<file path="config.mk">
export PLATFORM = sky130hd
export DESIGN_NAME = mpad_engine
export DESIGN_NICKNAME = d
export VERILOG_FILES = /design/src/design/mpad_pkg.sv /design/src/design/mpad_fifo.sv /design/src/design/mpad_addr_gen.sv /design/src/design/mpad_writer.sv /design/src/design/mpad_engine.sv
export VERILOG_INCLUDE_DIRS = /design/src /design/src/design
export SDC_FILE = /design/constraint.sdc
export NUM_CORES = 1
export LEC_CHECK = 0
export ABC_AREA = 1
export BUFFER_PORTS_ARGS = -buffer_cell sky130_fd_sc_hd__buf_4
export CAP_MARGIN = 20
export CORE_MARGIN = 3
export CORE_UTILIZATION = 43
export CTS_CLUSTER_SIZE = 25
export DETAILED_ROUTE_END_ITERATION = 6
export PLACE_DENSITY_LB_ADDON = 0.05
export SYNTH_ARGS = -nofsm -noshare
export SYNTH_HDL_FRONTEND = slang
export SYNTH_SLANG_ARGS = --single-unit
</file>
<file path="constraint.sdc">
create_clock -name clk -period 9.2 [get_ports clk]
set_input_delay 0.46 -clock clk [delete_from_list [all_inputs] [get_ports clk]]
set_output_delay 0.46 -clock clk [all_outputs]
set_load 0.01 [all_outputs]
</file>
<file path="src/design/mpad_macros.svh">
/*
 * Widths and depths shared by the mirror-padding DMA design.
 * MPAD_FIFO_DEPTH also caps the number of AXI reads in flight
 * and must stay a power of two of at least 2.
 */
`ifndef MPAD_MACROS_SVH
`define MPAD_MACROS_SVH

// AXI byte address
`define MPAD_ADDR_W 32

// One matrix element per beat
`define MPAD_DATA_W 32

// Source width N, legal range 2..63
`define MPAD_DIM_W 6

// FIFO entries, equals max outstanding reads
`define MPAD_FIFO_DEPTH 4

`endif

</file>
<file path="src/design/mpad_pkg.sv">
/*
 * Types shared by the mirror-padding DMA blocks.
 * Output indices are one bit wider than N to reach N+1.
 */
`include "mpad_macros.svh"

package mpad_pkg;

    // Byte address on the AXI bus
    typedef logic [`MPAD_ADDR_W-1:0] addr_t;

    // Matrix element
    typedef logic [`MPAD_DATA_W-1:0] data_t;

    // Source matrix width N
    typedef logic [`MPAD_DIM_W-1:0] dim_t;

    // Output row or column, 0..N+1
    typedef logic [`MPAD_DIM_W:0] idx_t;

    // Destination write command, one per output element
    typedef struct packed {
        addr_t addr;
        logic  last;    // Final element of the padded matrix
    } wr_cmd_t;

endpackage

</file>
<file path="src/design/mpad_fifo.sv">
/*
 * Synchronous FIFO, first-word-fall-through output.
 * DEPTH must be a power of two of at least 2.
 * The producer must never push when full; the consumer never pops when empty.
 */
`timescale 1ns/1ps
`include "mpad_macros.svh"

module mpad_fifo #(
    parameter type payload_t = mpad_pkg::data_t,
    parameter int  DEPTH     = `MPAD_FIFO_DEPTH
) (
    input  logic     clk,
    input  logic     rst_n,
    input  logic     push_i,
    input  payload_t push_data_i,
    output logic     full_o,
    input  logic     pop_i,
    output payload_t pop_data_o,
    output logic     empty_o
);
    import mpad_pkg::*;

    localparam int PTR_W = $clog2(DEPTH);

    payload_t           mem [DEPTH];   // No reset on storage
    logic [PTR_W-1:0]   wr_ptr;
    logic [PTR_W-1:0]   rd_ptr;
    logic [PTR_W:0]     count;

    assign full_o     = (count == (PTR_W+1)'(DEPTH));
    assign empty_o    = (count == '0);
    assign pop_data_o = mem[rd_ptr];   // Head entry, valid while not empty

    always_ff @(posedge clk) begin
        if (push_i) begin
            mem[wr_ptr] <= push_data_i;
        end
    end

    // Pointers wrap naturally at a power-of-two depth
    always_ff @(posedge clk) begin
        if (!rst_n) begin
            wr_ptr <= '0;
            rd_ptr <= '0;
            count  <= '0;
        end else begin
            if (push_i) begin
                wr_ptr <= wr_ptr + 1'b1;
            end
            if (pop_i) begin
                rd_ptr <= rd_ptr + 1'b1;
            end
            case ({push_i, pop_i})
                2'b10:   count <= count + 1'b1;
                2'b01:   count <= count - 1'b1;
                default: count <= count;   // Both or neither
            endcase
        end
    end

    // Upstream flow control is expected to prevent these
    a_no_overflow: assert property (@(posedge clk) disable iff (!rst_n)
        push_i |-> !full_o)
        else $error("mpad_fifo: push while full");

    a_no_underflow: assert property (@(posedge clk) disable iff (!rst_n)
        pop_i |-> !empty_o)
        else $error("mpad_fifo: pop while empty");

endmodule

</file>
<file path="src/design/mpad_addr_gen.sv">
/*
 * Walks the (N+2)x(N+2) output matrix in row-major order and issues
 * one single-beat read per element, at most MPAD_FIFO_DEPTH in flight.
 * N must be 2..63; configuration is sampled only when a start is accepted.
 */
`timescale 1ns/1ps
`include "mpad_macros.svh"

module mpad_addr_gen (
    input  logic              clk,
    input  logic              rst_n,
    input  mpad_pkg::addr_t   src_addr_i,
    input  mpad_pkg::addr_t   dst_addr_i,
    input  mpad_pkg::dim_t    mat_width_i,
    input  logic              start_i,
    output logic              done_o,
    output mpad_pkg::addr_t   araddr_o,
    output logic              arvalid_o,
    input  logic              arready_i,
    output logic              cmd_push_o,
    output mpad_pkg::wr_cmd_t cmd_o,
    input  logic              data_pop_i,
    input  logic              last_write_done_i
);
    import mpad_pkg::*;

    localparam int CNT_W = $clog2(`MPAD_FIFO_DEPTH) + 1;

    // Reflection without repeating the edge: 0 -> 1, N+1 -> N-2, else i-1
    function automatic idx_t mirror_idx(input idx_t out_idx, input idx_t n);
        idx_t src_idx;
        if (out_idx == '0) begin
            src_idx = idx_t'(1);
        end else if (out_idx == n + 1'b1) begin
            src_idx = n - idx_t'(2);
        end else begin
            src_idx = out_idx - 1'b1;
        end
        return src_idx;
    endfunction

    addr_t            src_base;   // Latched at start
    addr_t            dst_base;
    dim_t             width;
    idx_t             n_ext;
    idx_t             row;
    idx_t             col;
    idx_t             src_row;
    idx_t             src_col;
    logic             issuing;    // Elements left to request
    logic             at_last;
    logic             ar_fire;
    logic             start_ok;
    logic [CNT_W-1:0] inflight;   // Reads issued, data not yet popped
    addr_t            src_off;
    addr_t            dst_off;

    assign n_ext   = {1'b0, width};
    assign src_row = mirror_idx(row, n_ext);
    assign src_col = mirror_idx(col, n_ext);
    assign at_last = (row == n_ext + 1'b1) && (col == n_ext + 1'b1);

    // Word offsets scaled to bytes
    assign src_off = (addr_t'(src_row) * addr_t'(width) + addr_t'(src_col)) << 2;
    assign dst_off = (addr_t'(row) * addr_t'(n_ext + idx_t'(2)) + addr_t'(col)) << 2;

    // Held until accepted, since row/col only move on a transfer
    assign arvalid_o  = issuing && (inflight < CNT_W'(`MPAD_FIFO_DEPTH));
    assign araddr_o   = src_base + src_off;
    assign ar_fire    = arvalid_o && arready_i;
    assign cmd_push_o = ar_fire;
    assign cmd_o.addr = dst_base + dst_off;
    assign cmd_o.last = at_last;

    assign start_ok = start_i && done_o;   // Ignored while busy

    always_ff @(posedge clk) begin
        if (start_ok) begin
            src_base <= src_addr_i;
            dst_base <= dst_addr_i;
            width    <= mat_width_i;
        end
    end

    always_ff @(posedge clk) begin
        if (!rst_n) begin
            done_o  <= 1'b1;
            issuing <= 1'b0;
            row     <= '0;
            col     <= '0;
        end else if (start_ok) begin
            done_o  <= 1'b0;
            issuing <= 1'b1;
            row     <= '0;
            col     <= '0;
        end else begin
            if (ar_fire) begin
                if (at_last) begin
                    issuing <= 1'b0;
                end else if (col == n_ext + 1'b1) begin
                    col <= '0;
                    row <= row + 1'b1;
                end else begin
                    col <= col + 1'b1;
                end
            end
            if (last_write_done_i) begin
                done_o <= 1'b1;
            end
        end
    end

    always_ff @(posedge clk) begin
        if (!rst_n) begin
            inflight <= '0;
        end else begin
            case ({ar_fire, data_pop_i})
                2'b10:   inflight <= inflight + 1'b1;
                2'b01:   inflight <= inflight - 1'b1;
                default: inflight <= inflight;
            endcase
        end
    end

    a_width_legal: assert property (@(posedge clk) disable iff (!rst_n)
        start_ok |-> (mat_width_i >= dim_t'(2)))
        else $error("mpad_addr_gen: start with width below 2");

endmodule

</file>
<file path="src/design/mpad_writer.sv">
/*
 * Pops one destination command and one read word together and issues
 * a single-beat AXI write. Only one write is outstanding at a time.
 * AW and W may complete in either order.
 */
`timescale 1ns/1ps

module mpad_writer (
    input  logic              clk,
    input  logic              rst_n,
    input  mpad_pkg::wr_cmd_t cmd_i,
    input  logic              cmd_empty_i,
    input  mpad_pkg::data_t   data_i,
    input  logic              data_empty_i,
    output logic              pop_o,
    output mpad_pkg::addr_t   awaddr_o,
    output logic              awvalid_o,
    input  logic              awready_i,
    output mpad_pkg::data_t   wdata_o,
    output logic              wvalid_o,
    input  logic              wready_i,
    output logic              wlast_o,
    input  logic              bvalid_i,
    output logic              bready_o,
    output logic              last_write_done_o
);
    import mpad_pkg::*;

    typedef enum logic [1:0] {
        S_IDLE,
        S_ADDR_DATA,
        S_RESP
    } state_t;

    state_t state;
    logic   aw_sent;
    logic   w_sent;
    logic   last_q;    // Current write closes the matrix
    logic   aw_fire;
    logic   w_fire;
    logic   b_fire;
    logic   aw_done;
    logic   w_done;

    assign pop_o     = (state == S_IDLE) && !cmd_empty_i && !data_empty_i;
    assign awvalid_o = (state == S_ADDR_DATA) && !aw_sent;
    assign wvalid_o  = (state == S_ADDR_DATA) && !w_sent;
    assign wlast_o   = wvalid_o;   // Single-beat bursts
    assign bready_o  = (state == S_RESP);

    assign aw_fire = awvalid_o && awready_i;
    assign w_fire  = wvalid_o && wready_i;
    assign b_fire  = bvalid_i && bready_o;
    assign aw_done = aw_sent || aw_fire;
    assign w_done  = w_sent || w_fire;

    assign last_write_done_o = b_fire && last_q;

    // Payload held steady through both handshakes
    always_ff @(posedge clk) begin
        if (pop_o) begin
            awaddr_o <= cmd_i.addr;
            wdata_o  <= data_i;
            last_q   <= cmd_i.last;
        end
    end

    always_ff @(posedge clk) begin
        if (!rst_n) begin
            state   <= S_IDLE;
            aw_sent <= 1'b0;
            w_sent  <= 1'b0;
        end else begin
            case (state)
                S_IDLE: begin
                    if (pop_o) begin
                        aw_sent <= 1'b0;
                        w_sent  <= 1'b0;
                        state   <= S_ADDR_DATA;
                    end
                end
                S_ADDR_DATA: begin
                    aw_sent <= aw_done;
                    w_sent  <= w_done;
                    if (aw_done && w_done) begin
                        state <= S_RESP;
                    end
                end
                S_RESP: begin
                    if (b_fire) begin
                        state <= S_IDLE;   // Next pair pops next cycle
                    end
                end
                default: state <= S_IDLE;
            endcase
        end
    end

    // Slave answers only after both AW and W have been accepted
    a_b_expected: assert property (@(posedge clk) disable iff (!rst_n)
        bvalid_i |-> (state == S_RESP))
        else $error("mpad_writer: B response with no write outstanding");

endmodule

</file>
<file path="src/design/mpad_engine.sv">
/*
 * Mirror-padding DMA top level with single-beat AXI reads and writes.
 * AXI ID, LEN, SIZE, BURST and STRB are constant and tied off outside.
 * Response codes on R and B are not checked.
 */
`timescale 1ns/1ps

module mpad_engine (
    input  logic            clk,
    input  logic            rst_n,
    input  mpad_pkg::addr_t src_addr_i,
    input  mpad_pkg::addr_t dst_addr_i,
    input  mpad_pkg::dim_t  mat_width_i,
    input  logic            start_i,
    output logic            done_o,
    output mpad_pkg::addr_t araddr_o,
    output logic            arvalid_o,
    input  logic            arready_i,
    input  mpad_pkg::data_t rdata_i,
    input  logic            rvalid_i,
    output logic            rready_o,
    output mpad_pkg::addr_t awaddr_o,
    output logic            awvalid_o,
    input  logic            awready_i,
    output mpad_pkg::data_t wdata_o,
    output logic            wlast_o,
    output logic            wvalid_o,
    input  logic            wready_i,
    input  logic            bvalid_i,
    output logic            bready_o
);
    import mpad_pkg::*;

    wr_cmd_t cmd_in;
    wr_cmd_t cmd_out;
    logic    cmd_push;
    logic    cmd_empty;
    data_t   data_out;
    logic    data_full;
    logic    data_empty;
    logic    pair_pop;     // Pops both FIFOs together
    logic    last_write_done;

    assign rready_o = !data_full;

    mpad_addr_gen i_addr_gen (
        .clk               (clk),
        .rst_n             (rst_n),
        .src_addr_i        (src_addr_i),
        .dst_addr_i        (dst_addr_i),
        .mat_width_i       (mat_width_i),
        .start_i           (start_i),
        .done_o            (done_o),
        .araddr_o          (araddr_o),
        .arvalid_o         (arvalid_o),
        .arready_i         (arready_i),
        .cmd_push_o        (cmd_push),
        .cmd_o             (cmd_in),
        .data_pop_i        (pair_pop),
        .last_write_done_i (last_write_done)
    );

    // Never full on push thanks to the in-flight limit
    mpad_fifo #(.payload_t(wr_cmd_t)) cmd_fifo (
        .clk         (clk),
        .rst_n       (rst_n),
        .push_i      (cmd_push),
        .push_data_i (cmd_in),
        .full_o      (),
        .pop_i       (pair_pop),
        .pop_data_o  (cmd_out),
        .empty_o     (cmd_empty)
    );

    mpad_fifo #(.payload_t(data_t)) data_fifo (
        .clk         (clk),
        .rst_n       (rst_n),
        .push_i      (rvalid_i && rready_o),   // R transfer
        .push_data_i (rdata_i),
        .full_o      (data_full),
        .pop_i       (pair_pop),
        .pop_data_o  (data_out),
        .empty_o     (data_empty)
    );

    mpad_writer i_writer (
        .clk               (clk),
        .rst_n             (rst_n),
        .cmd_i             (cmd_out),
        .cmd_empty_i       (cmd_empty),
        .data_i            (data_out),
        .data_empty_i      (data_empty),
        .pop_o             (pair_pop),
        .awaddr_o          (awaddr_o),
        .awvalid_o         (awvalid_o),
        .awready_i         (awready_i),
        .wdata_o           (wdata_o),
        .wvalid_o          (wvalid_o),
        .wready_i          (wready_i),
        .wlast_o           (wlast_o),
        .bvalid_i          (bvalid_i),
        .bready_o          (bready_o),
        .last_write_done_o (last_write_done)
    );

endmodule

</file>
==> impl_metrics.tcl <==
set metrics [dict create \
    seq_area_frac_synth_pct 56.5 \
    grt_max_degree 71 \
    min_path_cells 1 \
    io_pins 213 \
    worstMarginPinSlew_ns 1.06 \
    cp.required_ns 8.74 \
    numPlacedInstances 2910 \
    wl_per_cell_um 18.0 \
    finalHoldViolations 0 \
    cts_tree "yes" \
    maxCapViolations 0 \
    place_hpwl_um 37400 \
    max-slew-margin-rel_pct 29.3 \
    critical_path.startpoint "i_addr_gen.width[1]" \
    core_area_um2 50700 \
    viasPerCell 5.15 \
    ant_nets 0 \
    root_buffer "clkbuf_16" \
    r2r-end "cmd_fifo.mem[0][24]" \
    htree_levels 2 \
    slew_viol_final 0 \
    cts.path.max_buffers 3 \
    hold_class "input port to flop" \
    crit_arrival_ns 8.09 \
    tns_ns 0 \
    insertion_delay_ns 0.60 \
    firstDrtPassIters 5 \
    place_congestion 0.913 \
    cpMostUsedCell "nand2_1" \
    synth.area.top_cells "edfxtp_1, ha_1, fa_1" \
    setup_ws_ns 0.654 \
    post-route-period-util_pct 92.9 \
    syn_inst 2070 \
    grt_pass1_wl_um 82900 \
    drtIter0Drc 918 \
    dp_slack_ns 1.03 \
    path_class "flop to output pin" \
    ir_worst_vdd_uv 173 \
    critPathCaptureType "output pin" \
    vias 15500 \
    fin_crit_ns 8.55 \
    cts_hold_buf 0 \
    yosysTopAreaCell "edfxtp_1" \
    antenna_found_initial 1 \
    synth_edf_count 395 \
    ys_types 50 \
    syn_area_um2 22300 \
    startpoint_type "flop" \
    synth-async-reset-ratio_pct 0 \
    finClkSkew_ns 0.0383 \
    die_h_um 234 \
    critical-path-max-stage-delay_ns 0.55 \
    drc_errors 0 \
    synth_area_per_cell_um2 10.8 \
    cts_made_buffers 47 \
    dieArea_um2 54700 \
    instances_no_fill 3000 \
    crit_fanout 12 \
    grt_pass1_vias 15100 \
    rsz0062_at_grt "false" \
    cellPowerDensity_nw_per_um2 214 \
    fmaxAchievable_ghz 0.117 \
    nets 2587 \
    synth_top_area_share_pct 53.2 \
    synth_ff_type "edfxtp_1" \
    grt_usage_pct 19.5 \
    path_clk_slew_ns 0.05 \
    fp-row-count 82 \
    clock_sinks 432 \
    die_w_um 234 \
    synthesis.nets 2366 \
    slowest_stage "fa_1" \
    routed_wl_um 54000 \
    rr_startpoint "i_addr_gen.width[1]" \
    endpoint "araddr_o[24]" \
    p_leak_nw 10.9 \
    overflow 0 \
    numPortBuffers 212 \
    status "completed" \
    yosys_warnings 0 \
    drive_gt1_share_pct 15.0 \
    r2r_slack_ns 1.97 \
    area_growth_pct 17.4 \
    num_antenna_cells 0 \
    r2r.worst_path.cells 29 \
    ys_seq_elements 432 \
    setup_violations 0 \
    start_util_pct 44.0 \
]
-- synth_stat cells (11+ instances only) --
master    count
clkbuf_1     46
nand4_1      22
ha_1        125
buf_2        11
inv_1       221
xnor2_1      22
a21oi_1     103
dfxtp_1      37
nand2_1     251
o21ai_0     193
nor2_1      288
fa_1         61
o22ai_1      68
nor3_1       17
nand3_1      72
xor2_1       65
edfxtp_1    395
-- layout make-up --
cell class	instances	area [µm²]
well taps	672	841
repair buffers	237	1780
clock inverters	24	312
flip-flops and latches	432	12600
multi-input cells	1344	8570
fillers	4578	24500
inverters	229	868
clock buffers	62	1230
-- through the flow --
step | instance area [µm²] | total power [mW] | hold WS [ns] | utilization (%)
2_1_floorplan | 22300 | 3.28 | 0.422 | -
3_3_place_gp | 24600 | 3.79 | 0.432 | 48.6
3_5_place_dp | 24600 | 3.81 | 0.443 | 48.6
4_1_cts | 26200 | 5.70 | 0.00747 | 51.6
5_1_grt | 26200 | 5.91 | 0.0236 | 51.7
6_report | 26200 | 5.61 | 0.0525 | 51.7
-- worst max-delay path: cells and delay by family, from the launching register on --
family          cells  cell delay, ns
compound gates      5            1.18
flops               1            0.37
fa+ha+maj           7            3.04
buf+inv             8            0.70
simple gates       17            1.88
xor+xnor            2            0.30
-- what timing repair did --
| action | in CTS | in global routing |
|---|---|---|
| buffers inserted | 0 | 4 |
| endpoints found under the setup margin | 0 | 9 |
| gates resized for setup | 0 | 2 |
-- layout by cell type (no fill, tap or decap), drive strengths merged, types with 37 or more instances in the layout --
| master | count |
|---|---|
| a21oi | 103 |
| nor2 | 296 |
| edfxtp | 395 |
| nand2 | 260 |
| clkbuf | 62 |
| ha | 125 |
| o21ai | 198 |
| fa | 61 |
| inv | 228 |
| dfxtp | 37 |
| xor2 | 65 |
| nand3 | 76 |
| buf | 237 |
| o22ai | 68 |
-- power breakdown --
part | total [mW] | internal (mW) | switching, mW | leakage, nW
Sequential | 2.54 | 2.46 | 0.0841 | 3.94
Combinational | 1.20 | 0.423 | 0.777 | 6.17
Clock | 1.87 | 1.09 | 0.778 | 0.739
-- kinds of logic (layout without fill, tap and decap cells) --
logic type	Yosys count	count (layout)	synth area share [%]
XOR/XNOR	87	87	3.41
buffers and inverters	294	552	5.26
flip-flops	432	432	56.5
AND/OR/NAND/NOR	679	679	12.8
adder cells (fa/ha/maj)	186	186	12.5
AO/OA/AOI/OAI	392	392	9.54
-- worst min-delay path by stage --
stage                                 from                      to
finish                      mat_width_i[5]     i_addr_gen.width[5]
global placement    i_addr_gen.inflight[0]  i_addr_gen.inflight[0]
detailed placement  i_addr_gen.inflight[0]  i_addr_gen.inflight[0]
CTS                         mat_width_i[5]     i_addr_gen.width[5]
global route                mat_width_i[3]     i_addr_gen.width[3]
floorplan           i_addr_gen.inflight[0]  i_addr_gen.inflight[0]
-- metal layers --
metal | up-vias | share of wire [%] | wire (µm) | GRT usage (%)
li1 | 7568 | - | - | -
met2 | 335 | 49 | 26500 | 33.4
met1 | 7489 | 44 | 23900 | 26.4
met3 | 60 | 4.7 | 2560 | 2.50
met4 | 0 | 1.9 | 1010 | 5.07
met5 | - | 0 | 0 | 0
-- sequential cells by signal, summed over array words and instances, names as in the netlist, 7 cells and up --
register,cells
i_addr_gen.row,7
i_addr_gen.dst_base,32
i_writer.awaddr_o,32
data_fifo.mem,128
i_writer.wdata_o,32
i_addr_gen.src_base,32
cmd_fifo.mem,132
i_addr_gen.col,7
Power figures use the tool's default switching activity.
